===== config.mk =====
export PLATFORM = sky130hd
export DESIGN_NAME = board_shell
export DESIGN_NICKNAME = d
export VERILOG_FILES = /design/src/board_pkg.sv /design/src/board_ctrl.sv /design/src/board_shell.sv /design/src/scanline_mixer.sv /design/src/sigma_delta_dac.sv /design/src/spi_cmd_rx.sv
export SDC_FILE = /design/constraint.sdc
export NUM_CORES = 1
export LEC_CHECK = 0
export ABC_AREA = 1
export BUFFER_PORTS_ARGS = -buffer_cell sky130_fd_sc_hd__buf_4
export CAP_MARGIN = 20
export CELL_PAD_IN_SITES_DETAIL_PLACEMENT = 0
export CELL_PAD_IN_SITES_GLOBAL_PLACEMENT = 1
export CORE_UTILIZATION = 47
export CTS_BUF_LIST = sky130_fd_sc_hd__clkbuf_8
export DETAILED_ROUTE_END_ITERATION = 10
export GPL_ROUTABILITY_DRIVEN = 0
export PLACE_DENSITY_LB_ADDON = 0.1
export SLEW_MARGIN = 10
export SYNTH_ARGS = -nofsm -noshare
export SYNTH_HDL_FRONTEND = slang
export SYNTH_SLANG_ARGS = --single-unit
export TNS_END_PERCENT = 50

===== constraint.sdc =====
create_clock -name clk_sys -period 3.2 [get_ports clk_sys]
set_input_delay 0.32 -clock clk_sys [delete_from_list [all_inputs] [get_ports clk_sys]]
set_output_delay 0.32 -clock clk_sys [all_outputs]
set_load 0.03 [all_outputs]

===== src/board_pkg.sv =====
package board_pkg;

	// core and board data widths.
	localparam int video_w = 8;
	localparam int rgb_w = 6;
	localparam int audio_w = 8;
	localparam int key_w = 11;
	localparam int status_w = 32;

	// command bytes from the I/O controller.
	localparam logic [7:0] cmd_status = 8'h1e;
	localparam logic [7:0] cmd_key = 8'h05;

	// scanline modes, status bits 3..2.
	localparam logic [1:0] scan_none = 2'd0;
	localparam logic [1:0] scan_hq2x = 2'd1;
	localparam logic [1:0] scan_crt25 = 2'd2;
	localparam logic [1:0] scan_crt50 = 2'd3;

	// SPI input synchronizer depth.
	localparam int sync_stages = 2;

endpackage


===== src/board_ctrl.sv =====
`timescale 1ns/1ps

module board_ctrl (
	input  logic                        clk_sys,
	input  logic                        rst_n,
	input  logic                        rx_valid,
	input  logic [7:0]                  rx_byte,
	input  logic                        rx_first,
	input  logic [1:0]                  buttons,
	output logic                        core_reset_n,
	output logic [1:0]                  scan_mode,
	output logic [board_pkg::key_w-1:0] key_code,
	output logic                        key_req,
	input  logic                        key_ack
);

	typedef enum logic [1:0] {
		hs_idle,
		hs_req,
		hs_release
	} hs_state_t;

	hs_state_t hs_state;
	logic [7:0] cmd;
	logic [2:0] byte_cnt;
	logic [board_pkg::status_w-1:0] status;
	logic [board_pkg::status_w-9:0] status_stage;
	logic [7:0] key_lo;
	logic data_valid;
	logic key_arrive;
	logic key_accept;

	assign data_valid = rx_valid & ~rx_first;
	assign key_arrive = data_valid && cmd == board_pkg::cmd_key && byte_cnt == 3'd1;
	// a key is taken only when both handshake lines are low.
	assign key_accept = key_arrive && hs_state != hs_req && !key_ack;

	assign key_req = (hs_state == hs_req);
	assign scan_mode = status[3:2];

	always_ff @(posedge clk_sys) begin
		if (!rst_n) begin
			cmd <= 8'h00;
			byte_cnt <= 3'd0;
			status <= '0;
			hs_state <= hs_idle;
			core_reset_n <= 1'b0;
		end else begin
			core_reset_n <= ~(status[0] | status[9] | buttons[1]);

			if (rx_valid && rx_first) begin
				cmd <= rx_byte;
				byte_cnt <= 3'd0;
			end else if (data_valid && byte_cnt != 3'd7) begin
				byte_cnt <= byte_cnt + 3'd1;
			end

			// fourth status byte commits the whole word.
			if (data_valid && cmd == board_pkg::cmd_status && byte_cnt == 3'd3)
				status <= {rx_byte, status_stage};

			case (hs_state)
				hs_idle: begin
					if (key_accept)
						hs_state <= hs_req;
				end
				hs_req: begin
					if (key_ack)
						hs_state <= hs_release;
				end
				hs_release: begin
					if (key_accept)
						hs_state <= hs_req;
					else if (!key_ack)
						hs_state <= hs_idle;
				end
				default: hs_state <= hs_idle;
			endcase
		end
	end

	always_ff @(posedge clk_sys) begin
		if (data_valid && cmd == board_pkg::cmd_status) begin
			case (byte_cnt)
				3'd0: status_stage[7:0] <= rx_byte;
				3'd1: status_stage[15:8] <= rx_byte;
				3'd2: status_stage[23:16] <= rx_byte;
				default: ;
			endcase
		end
		if (data_valid && cmd == board_pkg::cmd_key && byte_cnt == 3'd0)
			key_lo <= rx_byte;
		// second key byte carries bits 10..8.
		if (key_accept)
			key_code <= {rx_byte[2:0], key_lo};
	end

endmodule


===== src/board_shell.sv =====
`timescale 1ns/1ps

module board_shell (
	input  logic                          clk_sys,
	input  logic                          rst_n,
	input  logic                          spi_sck,
	input  logic                          spi_ss,
	input  logic                          spi_di,
	input  logic [1:0]                    buttons,
	output logic [board_pkg::rgb_w-1:0]   vga_r,
	output logic [board_pkg::rgb_w-1:0]   vga_g,
	output logic [board_pkg::rgb_w-1:0]   vga_b,
	output logic                          vga_hs,
	output logic                          vga_vs,
	output logic                          audio_l,
	output logic                          audio_r,
	input  logic [board_pkg::video_w-1:0] core_video,
	input  logic                          core_hs,
	input  logic                          core_vs,
	input  logic [board_pkg::audio_w-1:0] core_audio,
	output logic                          core_reset_n,
	output logic [board_pkg::key_w-1:0]   key_code,
	output logic                          key_req,
	input  logic                          key_ack
);

	logic       rx_valid;
	logic [7:0] rx_byte;
	logic       rx_first;
	logic [1:0] scan_mode;
	logic       dac_bit;

	spi_cmd_rx i_spi_cmd_rx (
		.clk_sys  (clk_sys),
		.rst_n    (rst_n),
		.spi_sck  (spi_sck),
		.spi_ss   (spi_ss),
		.spi_di   (spi_di),
		.rx_valid (rx_valid),
		.rx_byte  (rx_byte),
		.rx_first (rx_first)
	);

	board_ctrl i_board_ctrl (
		.clk_sys      (clk_sys),
		.rst_n        (rst_n),
		.rx_valid     (rx_valid),
		.rx_byte      (rx_byte),
		.rx_first     (rx_first),
		.buttons      (buttons),
		.core_reset_n (core_reset_n),
		.scan_mode    (scan_mode),
		.key_code     (key_code),
		.key_req      (key_req),
		.key_ack      (key_ack)
	);

	scanline_mixer i_scanline_mixer (
		.clk_sys    (clk_sys),
		.rst_n      (rst_n),
		.scan_mode  (scan_mode),
		.core_video (core_video),
		.core_hs    (core_hs),
		.core_vs    (core_vs),
		.vga_r      (vga_r),
		.vga_g      (vga_g),
		.vga_b      (vga_b),
		.vga_hs     (vga_hs),
		.vga_vs     (vga_vs)
	);

	sigma_delta_dac i_sigma_delta_dac (
		.clk_sys (clk_sys),
		.rst_n   (rst_n),
		.sample  (core_audio),
		.dac_out (dac_bit)
	);

	// one modulator feeds both channels.
	assign audio_l = dac_bit;
	assign audio_r = dac_bit;

endmodule


===== src/scanline_mixer.sv =====
`timescale 1ns/1ps

module scanline_mixer (
	input  logic                          clk_sys,
	input  logic                          rst_n,
	input  logic [1:0]                    scan_mode,
	input  logic [board_pkg::video_w-1:0] core_video,
	input  logic                          core_hs,
	input  logic                          core_vs,
	output logic [board_pkg::rgb_w-1:0]   vga_r,
	output logic [board_pkg::rgb_w-1:0]   vga_g,
	output logic [board_pkg::rgb_w-1:0]   vga_b,
	output logic                          vga_hs,
	output logic                          vga_vs
);

	logic [board_pkg::rgb_w-1:0] base;
	logic [board_pkg::rgb_w-1:0] shade;
	logic [board_pkg::rgb_w-1:0] pixel;
	logic hs_prev;
	logic line_odd;

	assign base = core_video[board_pkg::video_w-1 -: board_pkg::rgb_w];

	always_comb begin
		shade = base;
		if (line_odd) begin
			case (scan_mode)
				board_pkg::scan_none,
				board_pkg::scan_hq2x: shade = base;
				board_pkg::scan_crt25: shade = base - (base >> 2);
				board_pkg::scan_crt50: shade = base >> 1;
				default: shade = base;
			endcase
		end
	end

	always_ff @(posedge clk_sys) begin
		if (!rst_n) begin
			hs_prev <= 1'b0;
			line_odd <= 1'b0;
			vga_hs <= 1'b0;
			vga_vs <= 1'b0;
		end else begin
			hs_prev <= core_hs;
			vga_hs <= core_hs;
			vga_vs <= core_vs;
			// parity restarts every frame.
			if (core_vs)
				line_odd <= 1'b0;
			else if (hs_prev && !core_hs)
				line_odd <= ~line_odd;
		end
	end

	always_ff @(posedge clk_sys)
		pixel <= shade;

	// mono source, so every channel carries the same level.
	assign vga_r = pixel;
	assign vga_g = pixel;
	assign vga_b = pixel;

endmodule


===== src/sigma_delta_dac.sv =====
`timescale 1ns/1ps

module sigma_delta_dac (
	input  logic                          clk_sys,
	input  logic                          rst_n,
	input  logic [board_pkg::audio_w-1:0] sample,
	output logic                          dac_out
);

	logic [board_pkg::audio_w:0] acc;
	logic [board_pkg::audio_w:0] acc_next;

	// carry out of the low bits is the density bit.
	assign acc_next = {1'b0, acc[board_pkg::audio_w-1:0]} + {1'b0, sample};
	assign dac_out = acc[board_pkg::audio_w];

	always_ff @(posedge clk_sys) begin
		if (!rst_n) begin
			acc <= '0;
		end else begin
			acc <= acc_next;
		end
	end

endmodule


===== src/spi_cmd_rx.sv =====
`timescale 1ns/1ps

module spi_cmd_rx (
	input  logic       clk_sys,
	input  logic       rst_n,
	input  logic       spi_sck,
	input  logic       spi_ss,
	input  logic       spi_di,
	output logic       rx_valid,
	output logic [7:0] rx_byte,
	output logic       rx_first
);

	logic [board_pkg::sync_stages-1:0] sck_sync;
	logic [board_pkg::sync_stages-1:0] ss_sync;
	logic [board_pkg::sync_stages-1:0] di_sync;
	logic       sck_prev;
	logic       sck_rise;
	logic       ss_s;
	logic       di_s;
	logic [2:0] bit_cnt;
	logic       first_byte;

	assign ss_s = ss_sync[board_pkg::sync_stages-1];
	assign di_s = di_sync[board_pkg::sync_stages-1];
	assign sck_rise = sck_sync[board_pkg::sync_stages-1] & ~sck_prev;

	always_ff @(posedge clk_sys) begin
		if (!rst_n) begin
			sck_sync <= '0;
			ss_sync <= '1;
			sck_prev <= 1'b0;
			bit_cnt <= 3'd0;
			first_byte <= 1'b1;
			rx_valid <= 1'b0;
		end else begin
			sck_sync <= {sck_sync[board_pkg::sync_stages-2:0], spi_sck};
			ss_sync <= {ss_sync[board_pkg::sync_stages-2:0], spi_ss};
			sck_prev <= sck_sync[board_pkg::sync_stages-1];
			rx_valid <= 1'b0;
			// a released select drops any partial byte.
			if (ss_s) begin
				bit_cnt <= 3'd0;
				first_byte <= 1'b1;
			end else if (sck_rise) begin
				bit_cnt <= bit_cnt + 3'd1;
				if (bit_cnt == 3'd7) begin
					rx_valid <= 1'b1;
					first_byte <= 1'b0;
				end
			end
		end
	end

	// shift register doubles as the byte output and takes the msb first.
	always_ff @(posedge clk_sys) begin
		di_sync <= {di_sync[board_pkg::sync_stages-2:0], spi_di};
		if (!ss_s && sck_rise) begin
			rx_byte <= {rx_byte[6:0], di_s};
			if (bit_cnt == 3'd7)
				rx_first <= first_byte;
		end
	end

endmodule


# After elaboration in Yosys (flattened, before gate mapping)
# Index checks and enable logic that the tools add are counted.
# totals
output_inout_bits	35
elab_cells	87
latchBits	0
romBits	0
mem_count	0
input_bits	26
ram_bits	0
regBits	92
# classes
bitwise_logic	10
n_addsub	4
magnitude_cmp	0
n_eq_ne	15
n_mul	0
shifts	0
reduce_logical	27
div_mod_pow	0
muxes	8
# ops
operator	n
$pmux W6 S3	1
$logic_and A1 B1 Y1	11
$add A8 B8 Y9	1
$eq A8 B3 Y1 const B	1
$eq A8 B5 Y1 const B	1
$mux W2	4
$reduce_and A2 Y1	4
$reduce_or A2 Y1	4
$add A3 B1 Y3 const B	2
$eq A2 B2 Y1 const B	3
$mux W6	1
$ne A2 B1 Y1 const B	3
$not A1 Y1	6
$pmux W2 S3	1
$sub A6 B4 Y6	1
$eq A2 B1 Y1 const B	2
$logic_not A2 Y1	2
$eq A3 B1 Y1 const B	1
$eq A3 B2 Y1 const B	1
$eq A3 B3 Y1 const B	1
$logic_not A1 Y1	3
$logic_not A3 Y1	1
$ne A3 B2 Y1 const B	1
$ne A3 B3 Y1 const B	1
5 further kinds	7

# Longest topological paths before layout
# Gate-level depths: netlist of the first run.
# logic_depth
ltp_word	8
mapped_depth	9
ltp_nobuf	9

# Modules after synthesis
# Synthesis of the first run repeated with hierarchy kept, for this count alone.
# unflattened
cells_unflattened	374
hier_area_um2	3515.9
# by_module_without_submodules
mod	seq_area_each_um2	instances	cells_each	area_each_um2
board_ctrl	1051.0	1	153	1606.5
spi_cmd_rx	510.5	1	59	699.4
scanline_mixer	180.2	1	76	609.3
sigma_delta_dac	180.2	1	85	593.1
board_shell	0.0	1	1	7.5

# Worst setup path before layout of the first run
# Ideal clock, no wire load.
# synth_timing
kind	register to register
from	register i_board_ctrl.byte_cnt[0]
to	register i_board_ctrl.key_code[0] (netlist name), enable pin
t_arrival_ns	1.346
period_less_slack_ns	1.724
setup_ns	0.378
t_required_ns	2.822
path_slack_ns	1.476
path_stages_with_launch	6
n_path_buf	0
path_cell_list	dfxtp_1 > ha_1 > nand2_1 > nor3_1 > inv_1 > nor2_1
# synth_between
elab_chain_cells	4
# synth_rtl
item	line_no	rtl
start, declared	board_ctrl.sv:25	logic [2:0] byte_cnt;
start signal, assigned	board_ctrl.sv:55	byte_cnt <= byte_cnt + 3'd1;
$eq A3 B1 Y1	board_ctrl.sv:34	assign key_arrive = data_valid && cmd == board_pkg::cmd_key && byte_cnt == 3'd1;
$logic_and A1 B1 Y1	board_ctrl.sv:34	
$logic_and A1 B1 Y1 (2 in a row)	board_ctrl.sv:36	assign key_accept = key_arrive && hs_state != hs_req && !key_ack;
net i_board_ctrl.key_accept	board_ctrl.sv:31	logic key_accept;
end signal, assigned	board_ctrl.sv:95	key_code <= {rx_byte[2:0], key_lo};
end, declared	board_ctrl.sv:12	output logic [board_pkg::key_w-1:0] key_code,
# The timed path passes the listed nets, and every way through them passes these cells.
# A chain may end at the register's enable or synchronous reset.

# Final worst setup path of the first run
# layout_timing
from	register i_board_ctrl.byte_cnt[0]
to	register i_board_ctrl.key_code[9] (netlist name), enable pin
# Same word-level chain as after synthesis.

==> results of run 1 <==
[cells in the final DEF (no fill, tap or decap), types with 2 or more instances in the layout]
cell type  count
or2_2          3
a211oi_1       2
buf_4         57
nand2_1       55
nor4_1         3
inv_6          2
a21oi_1       20
nor2_1        40
fa_1           2
bufinv_16      2
inv_1         56
clkbuf_8       9
o21ai_0       16
a22oi_1        4
dfxtp_1       48
nand3_1       14
nor3_1         4
ha_1          19
edfxtp_1      32
nand4_1        8
[final cells by class]
class | instances | area share [%]
multi-input combinational | 201 | 27.9
tap | 96 | 2.99
inverter | 56 | 5.23
clock inverter | 7 | 2.36
timing repair buffer | 57 | 10.6
clock buffer | 9 | 3.08
sequential | 80 | 47.8
[power groups by stage]
stage                     clock [mW]  sequential [mW]  combinational, mW
after floorplan                    0             1.14              0.195
after global placement             0             1.12              0.281
after detailed placement           0             1.13              0.283
after CTS                      0.832             1.10              0.285
after global routing           0.873             1.11              0.325
final                          0.803             1.10              0.283
[metrics by stage]
stage               power [mW]  hold slack, ns  cell area (um^2)
finish                    2.19          0.0710              4020
global route              2.30          0.0412              4020
CTS                       2.22          0.0451              4020
detailed placement        1.41           0.314              3800
global placement          1.40           0.310              3800
floorplan                 1.34           0.310              3370
[worst max-delay path: cells and delay by family (launching register included)]
| kind | cells | cell delay [ns] |
|---|---|---|
| simple gates | 3 | 0.96 |
| flops | 1 | 0.40 |
| fa+ha+maj | 1 | 0.16 |
| buf+inv | 1 | 0.07 |
[registers in the layout, summed over array words and instances (netlist names), 3 cells and up]
signal and flops:
i_board_ctrl.byte_cnt 3, i_board_ctrl.cmd 8, i_board_ctrl.status 4, i_board_ctrl.key_lo 8, i_spi_cmd_rx.bit_cnt 3, i_board_ctrl.status_stage 4, i_scanline_mixer.vga_b 6, i_board_ctrl.key_code 11
i_spi_cmd_rx.rx_byte 8, i_sigma_delta_dac.acc 9
[cells by family (layout without fill, tap and decap cells)]
kind of cell             Yosys count  in the layout
flip-flops                        80             80
buffers and inverters             74            129
AND/OR/NAND/NOR                  133            133
adder cells (fa/ha/maj)           21             21
AO/OA/AOI/OAI                     45             45
XOR/XNOR                           2              2
[how the worst max path moves through the flow]
stage / from / to / slack [ns] / cells past startpoint
3_3_place_gp: i_board_ctrl.byte_cnt[0] / i_board_ctrl.key_code[7] / 1.22 / 5
4_1_cts: i_board_ctrl.byte_cnt[0] / i_board_ctrl.key_code[9] / 1.20 / 5
2_1_floorplan: i_board_ctrl.byte_cnt[0] / i_board_ctrl.key_code[0] / 1.48 / 5
6_report: i_board_ctrl.byte_cnt[0] / i_board_ctrl.key_code[9] / 1.23 / 5
3_5_place_dp: i_board_ctrl.byte_cnt[0] / i_board_ctrl.key_code[6] / 1.21 / 5
5_1_grt: i_board_ctrl.byte_cnt[1] / i_board_ctrl.key_code[9] / 1.02 / 6
[layer usage]
metal / GRT usage [%] / routed length, um
met1: 19.6 / 2620
met2: 25.8 / 2470
met3: 5.52 / 236
met4: 6.36 / 59
met5: 0 / 0
==> results.sh, run 1 <==
export IMPL_status="finished clean"
export IMPL_yosysUniqueCellTypes=31
export IMPL_io_pin_count=61
export IMPL_dp_cells=490
export IMPL_numClockSinks=80
export IMPL_p_comb_share_pct=13.0
export IMPL_synth_area_mm2=0.00337
export IMPL_slew_violations=0
export IMPL_yosysTopAreaCellShare_pct=28.5
export IMPL_synthAdderAreaFrac_pct=8.23
export IMPL_pre_cts_slack_ns=1.21
export IMPL_setup_viol=0
export IMPL_area_growth_pct=19.2
export IMPL_holdBufCountCts=0
export IMPL_pwr_share_clk_pct=36.7
export IMPL_final_util_pct=58.5
export IMPL_worstSetupPathType="flop to flop"
export IMPL_async_reset_ff_share_pct=0
export IMPL_holdPathStages=1
export IMPL_row_count=30
export IMPL_yosysSeqAreaShare_pct=57.0
export IMPL_synth_flop_cell="dfxtp_1"
export IMPL_grt_start_max_net_pins=28
export IMPL_internal_power_mw=1.64
export IMPL_min_from="spi_di"
export IMPL_avgSynthCellArea_um2=9.50
export IMPL_via_per_inst=4.67
export IMPL_die_area_mm2=0.00752
export IMPL_worst_slew_pin_slew_ns=0.853
export IMPL_synth_area_leader_cell="dfxtp_1"
export IMPL_post_cts_resized=0
export IMPL_p_sw_mw=0.543
export IMPL_grt_overflow_total=0
export IMPL_ys_ff_latch=80
export IMPL_hpwl_um=3920
export IMPL_diodes=0
export IMPL_synth_compound_area_share_pct=7.34
export IMPL_cp_start_kind="flop"
export IMPL_drt_wl_total_um=5380
export IMPL_synthCells=355
export IMPL_coreArea_mm2=0.00687
export IMPL_hold_viol=0
export IMPL_synth_top_family_by_area="simple AND/OR/NAND/NOR gates"
export IMPL_arrival_ns=1.95
export IMPL_synthMuxAreaShare_pct=0
export IMPL_cts_buffers=9
export IMPL_p_leak_nw=1.78
export IMPL_seqPwrFrac_pct=50.3
export IMPL_synth_edf_count=32
export IMPL_layoutNonFillerInstCount=506
export IMPL_drtPass1Iterations=4
export IMPL_slowest_delay_ns=0.66
export IMPL_r2r_slack_ns=1.23
export IMPL_drive_gt1_share_pct=19.3
export IMPL_slowest_stage="nor2_1"
export IMPL_yosys_top_cells_count="inv_1 (55), nand2_1 (55), dfxtp_1 (48)"
export IMPL_floorplan_initialDensity_pct=49.1
export IMPL_clock_latency_ns=0.35
export IMPL_peakVddDrop_mv=0.345
export IMPL_grt_pass1_wl_um=8990
export IMPL_fill_cells=617
export IMPL_antenna_found_initial=0
export IMPL_drt_antenna_violating_nets=0
export IMPL_maxCapViolCount=0
export IMPL_die_h_um=86.7
export IMPL_cts_setup_buffers=0
export IMPL_wl_per_cell_um=10.6
export IMPL_multi_input_area_mm2=0.00112
export IMPL_drt_iter0_drc=92
export IMPL_clkTransAtPathRegs_ns=0.08
export IMPL_grt_use_total_pct=15.9
export IMPL_power_density_mw_per_mm2=544
export IMPL_fin_crit_sh_pct=61.6
export IMPL_vias=2361
export IMPL_rsz0062_at_grt="no"
export IMPL_swShare_pct=24.8
export IMPL_die_x_um=86.7
export IMPL_worstReg2RegEnd="i_board_ctrl.key_code[9]"
export IMPL_seqCellArea_mm2=0.00192
export IMPL_grt_pass1_vias=2092
export IMPL_cts_tree="built"
export IMPL_tns_ns=0
export IMPL_skew_ns=0.0105
export IMPL_syn_nets=402
export IMPL_max_freq_ghz=0.507
export IMPL_min_to="i_spi_cmd_rx.di_sync[0]"
export IMPL_htreeDepth=3
export IMPL_port_buffers=57
export IMPL_synthXorXnorAreaFrac_pct=0.519
export IMPL_cts_buffer_depth=2
export IMPL_final_min_clock_period_ns=1.97
export IMPL_crit_required_ns=3.18
export IMPL_cts_root_buf="clkbuf_8"
export IMPL_drcViolationCount=0
export IMPL_fin_ws_ns=1.23
export IMPL_hold_class="input port to flop"
export IMPL_slew_headroom_pct=42.9
export IMPL_ys_warn_count=0
export IMPL_nets=452
export IMPL_timing_rr_start="i_board_ctrl.byte_cnt[0]"
export IMPL_end_kind="flop"
export IMPL_ys_top_cells_by_area="dfxtp_1 (28%), edfxtp_1 (28%), ha_1 (7.0%), inv_1 (6.1%), nand2_1 (6.1%)"
export IMPL_r2r_cells=5
export IMPL_path_cells="ha_1 > nand2_1 > nor3_1 > inv_1 > nor2_1"
export IMPL_critPathMaxFanout=11
export IMPL_synth_simple_area_share_pct=17.2
Note: power is estimated with default switching activity, not from simulation.
==> run 2: changes to the inputs <==
CORE_UTILIZATION = 39   (was 47)
clock period = 1.8 ns   (was 3.2 ns; I/O delays follow)
==> run 2 against run 1 <==
Compared with the run above:
- global-route usage fell by 1.6 points
- combinational power rose by 80%
- sequential power rose by 78%
- worst setup slack got worse by 1.0 ns
- die area rose by 20%
- count of clock-buffer cells in the layout did not move
- clock power rose by 63%
- largest cell class unchanged
- largest power group unchanged
==> results.sh, run 2 (same netlist as run 1, synthesis figures left out) <==
export IMPL_status="finished clean"
export IMPL_cts_buffer_depth=2
export IMPL_rsz0062_at_grt="no"
export IMPL_largest_register_ffs=11
export IMPL_arrival_ns=1.63
export IMPL_peakVddDrop_mv=0.454
export IMPL_cp_start_kind="flop"
export IMPL_maxCapViolCount=0
export IMPL_pre_cts_slack_ns=0.223
export IMPL_fin_crit_sh_pct=87.3
export IMPL_row_count=33
export IMPL_largest_register="i_board_ctrl.key_code"
export IMPL_largestRegisters="i_board_ctrl.key_code: 11 flops, i_sigma_delta_dac.acc: 9 flops"
export IMPL_htreeDepth=3
export IMPL_drtPass1Iterations=4
export IMPL_io_pin_count=61
export IMPL_grt_overflow_total=0
export IMPL_critPathMaxFanout=11
export IMPL_slew_violations=0
export IMPL_layoutNonFillerInstCount=523
export IMPL_timing_hold_ws_ns=0.0190
export IMPL_drt_iter0_drc=65
export IMPL_clkTransAtPathRegs_ns=0.09
export IMPL_final_cell_mix="buf_4 (60), inv_1 (55), nand2_1 (55)"
export IMPL_drt_wl_total_um=5900
export IMPL_area_growth_pct=21.0
export IMPL_drive_gt1_share_pct=19.9
export IMPL_tns_ns=0
export IMPL_max_freq_ghz=0.636
export IMPL_p_leak_nw=1.80
export IMPL_die_area_mm2=0.00903
export IMPL_die_x_um=95
export IMPL_dp_cells=502
export IMPL_grt_use_total_pct=14.3
export IMPL_vias=2418
export IMPL_grt_start_max_net_pins=28
export IMPL_wl_per_cell_um=11.3
export IMPL_fill_cells=794
export IMPL_crit_required_ns=1.86
export IMPL_end_kind="flop"
export IMPL_coreArea_mm2=0.00830
export IMPL_cts_buffers=9
export IMPL_grt_pass1_vias=2196
export IMPL_layout_commonest_cell="buf_4"
export IMPL_hpwl_um=4190
export IMPL_slew_headroom_pct=74.0
export IMPL_setup_viol=0
export IMPL_numClockSinks=80
export IMPL_drt_antenna_violating_nets=0
export IMPL_cts_tree="built"
export IMPL_worstSetupPathType="flop to flop"
export IMPL_clock_latency_ns=0.35
export IMPL_skew_ns=0.0121
export IMPL_hold_viol=0
export IMPL_worst_slew_pin_slew_ns=0.389
export IMPL_drcViolationCount=0
export IMPL_grt_pass1_wl_um=9680
export IMPL_antenna_found_initial=0
export IMPL_via_per_inst=4.62
export IMPL_nets=460
export IMPL_final_min_clock_period_ns=1.57
export IMPL_power_density_mw_per_mm2=927
export IMPL_diodes=0
export IMPL_cts_root_buf="clkbuf_8"
export IMPL_floorplan_initialDensity_pct=40.6
export IMPL_die_h_um=95
export IMPL_fin_ws_ns=0.228
export IMPL_hold_class="input port to flop"
export IMPL_port_buffers=57
export IMPL_cts_setup_buffers=0
==> run 2: repair_timing <==
item                      4_1_cts  5_1_grt
hold endpoints to repair        5        0
gates resized for setup         0        0
hold buffers                    5        0
==> run 2: final timing paths <==
| kind | cells past startpoint | end | slack (ns) | from |
|---|---|---|---|---|
| setup / recovery | 6 | i_board_ctrl.key_code[1] | 0.23 | i_board_ctrl.byte_cnt[0] |
| hold / removal | 3 | i_scanline_mixer.vga_hs | 0.02 | core_hs |
| setup reg to reg | 6 | i_board_ctrl.key_code[1] | 0.23 | i_board_ctrl.byte_cnt[0] |
| hold reg to reg | 0 | i_spi_cmd_rx.di_sync[1] | 0.34 | i_spi_cmd_rx.di_sync[0] |
==> run 2: power breakdown <==
part           internal, mW  switching, mW  total (mW)
registers              1.93         0.0260        1.96
clock network         0.550          0.764        1.31
logic                 0.211          0.297       0.508
==> run 2: worst max-delay path: stages (launching register included) <==
cell and delay, ns:
dfxtp_1 0.40, ha_1 0.16, nand2_1 0.07, nor3_1 0.25
inv_1 0.07, nor2_1 0.11, buf_4 0.20
==> run 2: per-stage QoR <==
step	util, %	total power, mW	area [um^2]
floorplan	-	2.37	3370
global placement	46.2	2.50	3840
detailed placement	46.2	2.50	3840
CTS	49.2	3.84	4080
global route	49.2	3.99	4080
finish	49.2	3.78	4080
==> run 2: layer usage <==
layer  track usage (%)  wire [um]
met2              24.3       2720
met5                 0          0
met4              6.82         97
met3              3.54        323
met1              16.9       2760
==> run 2: cell type report <==
class	count	area [um^2]	share of cell area [%]
tap	105	131	3.22
multi-input combinational	201	1120	27.5
clock inverter	7	70.1	1.72
inverter	56	210	5.15
clock buffer	9	124	3.04
timing repair buffer	65	500	12.3
sequential	80	1920	47.1
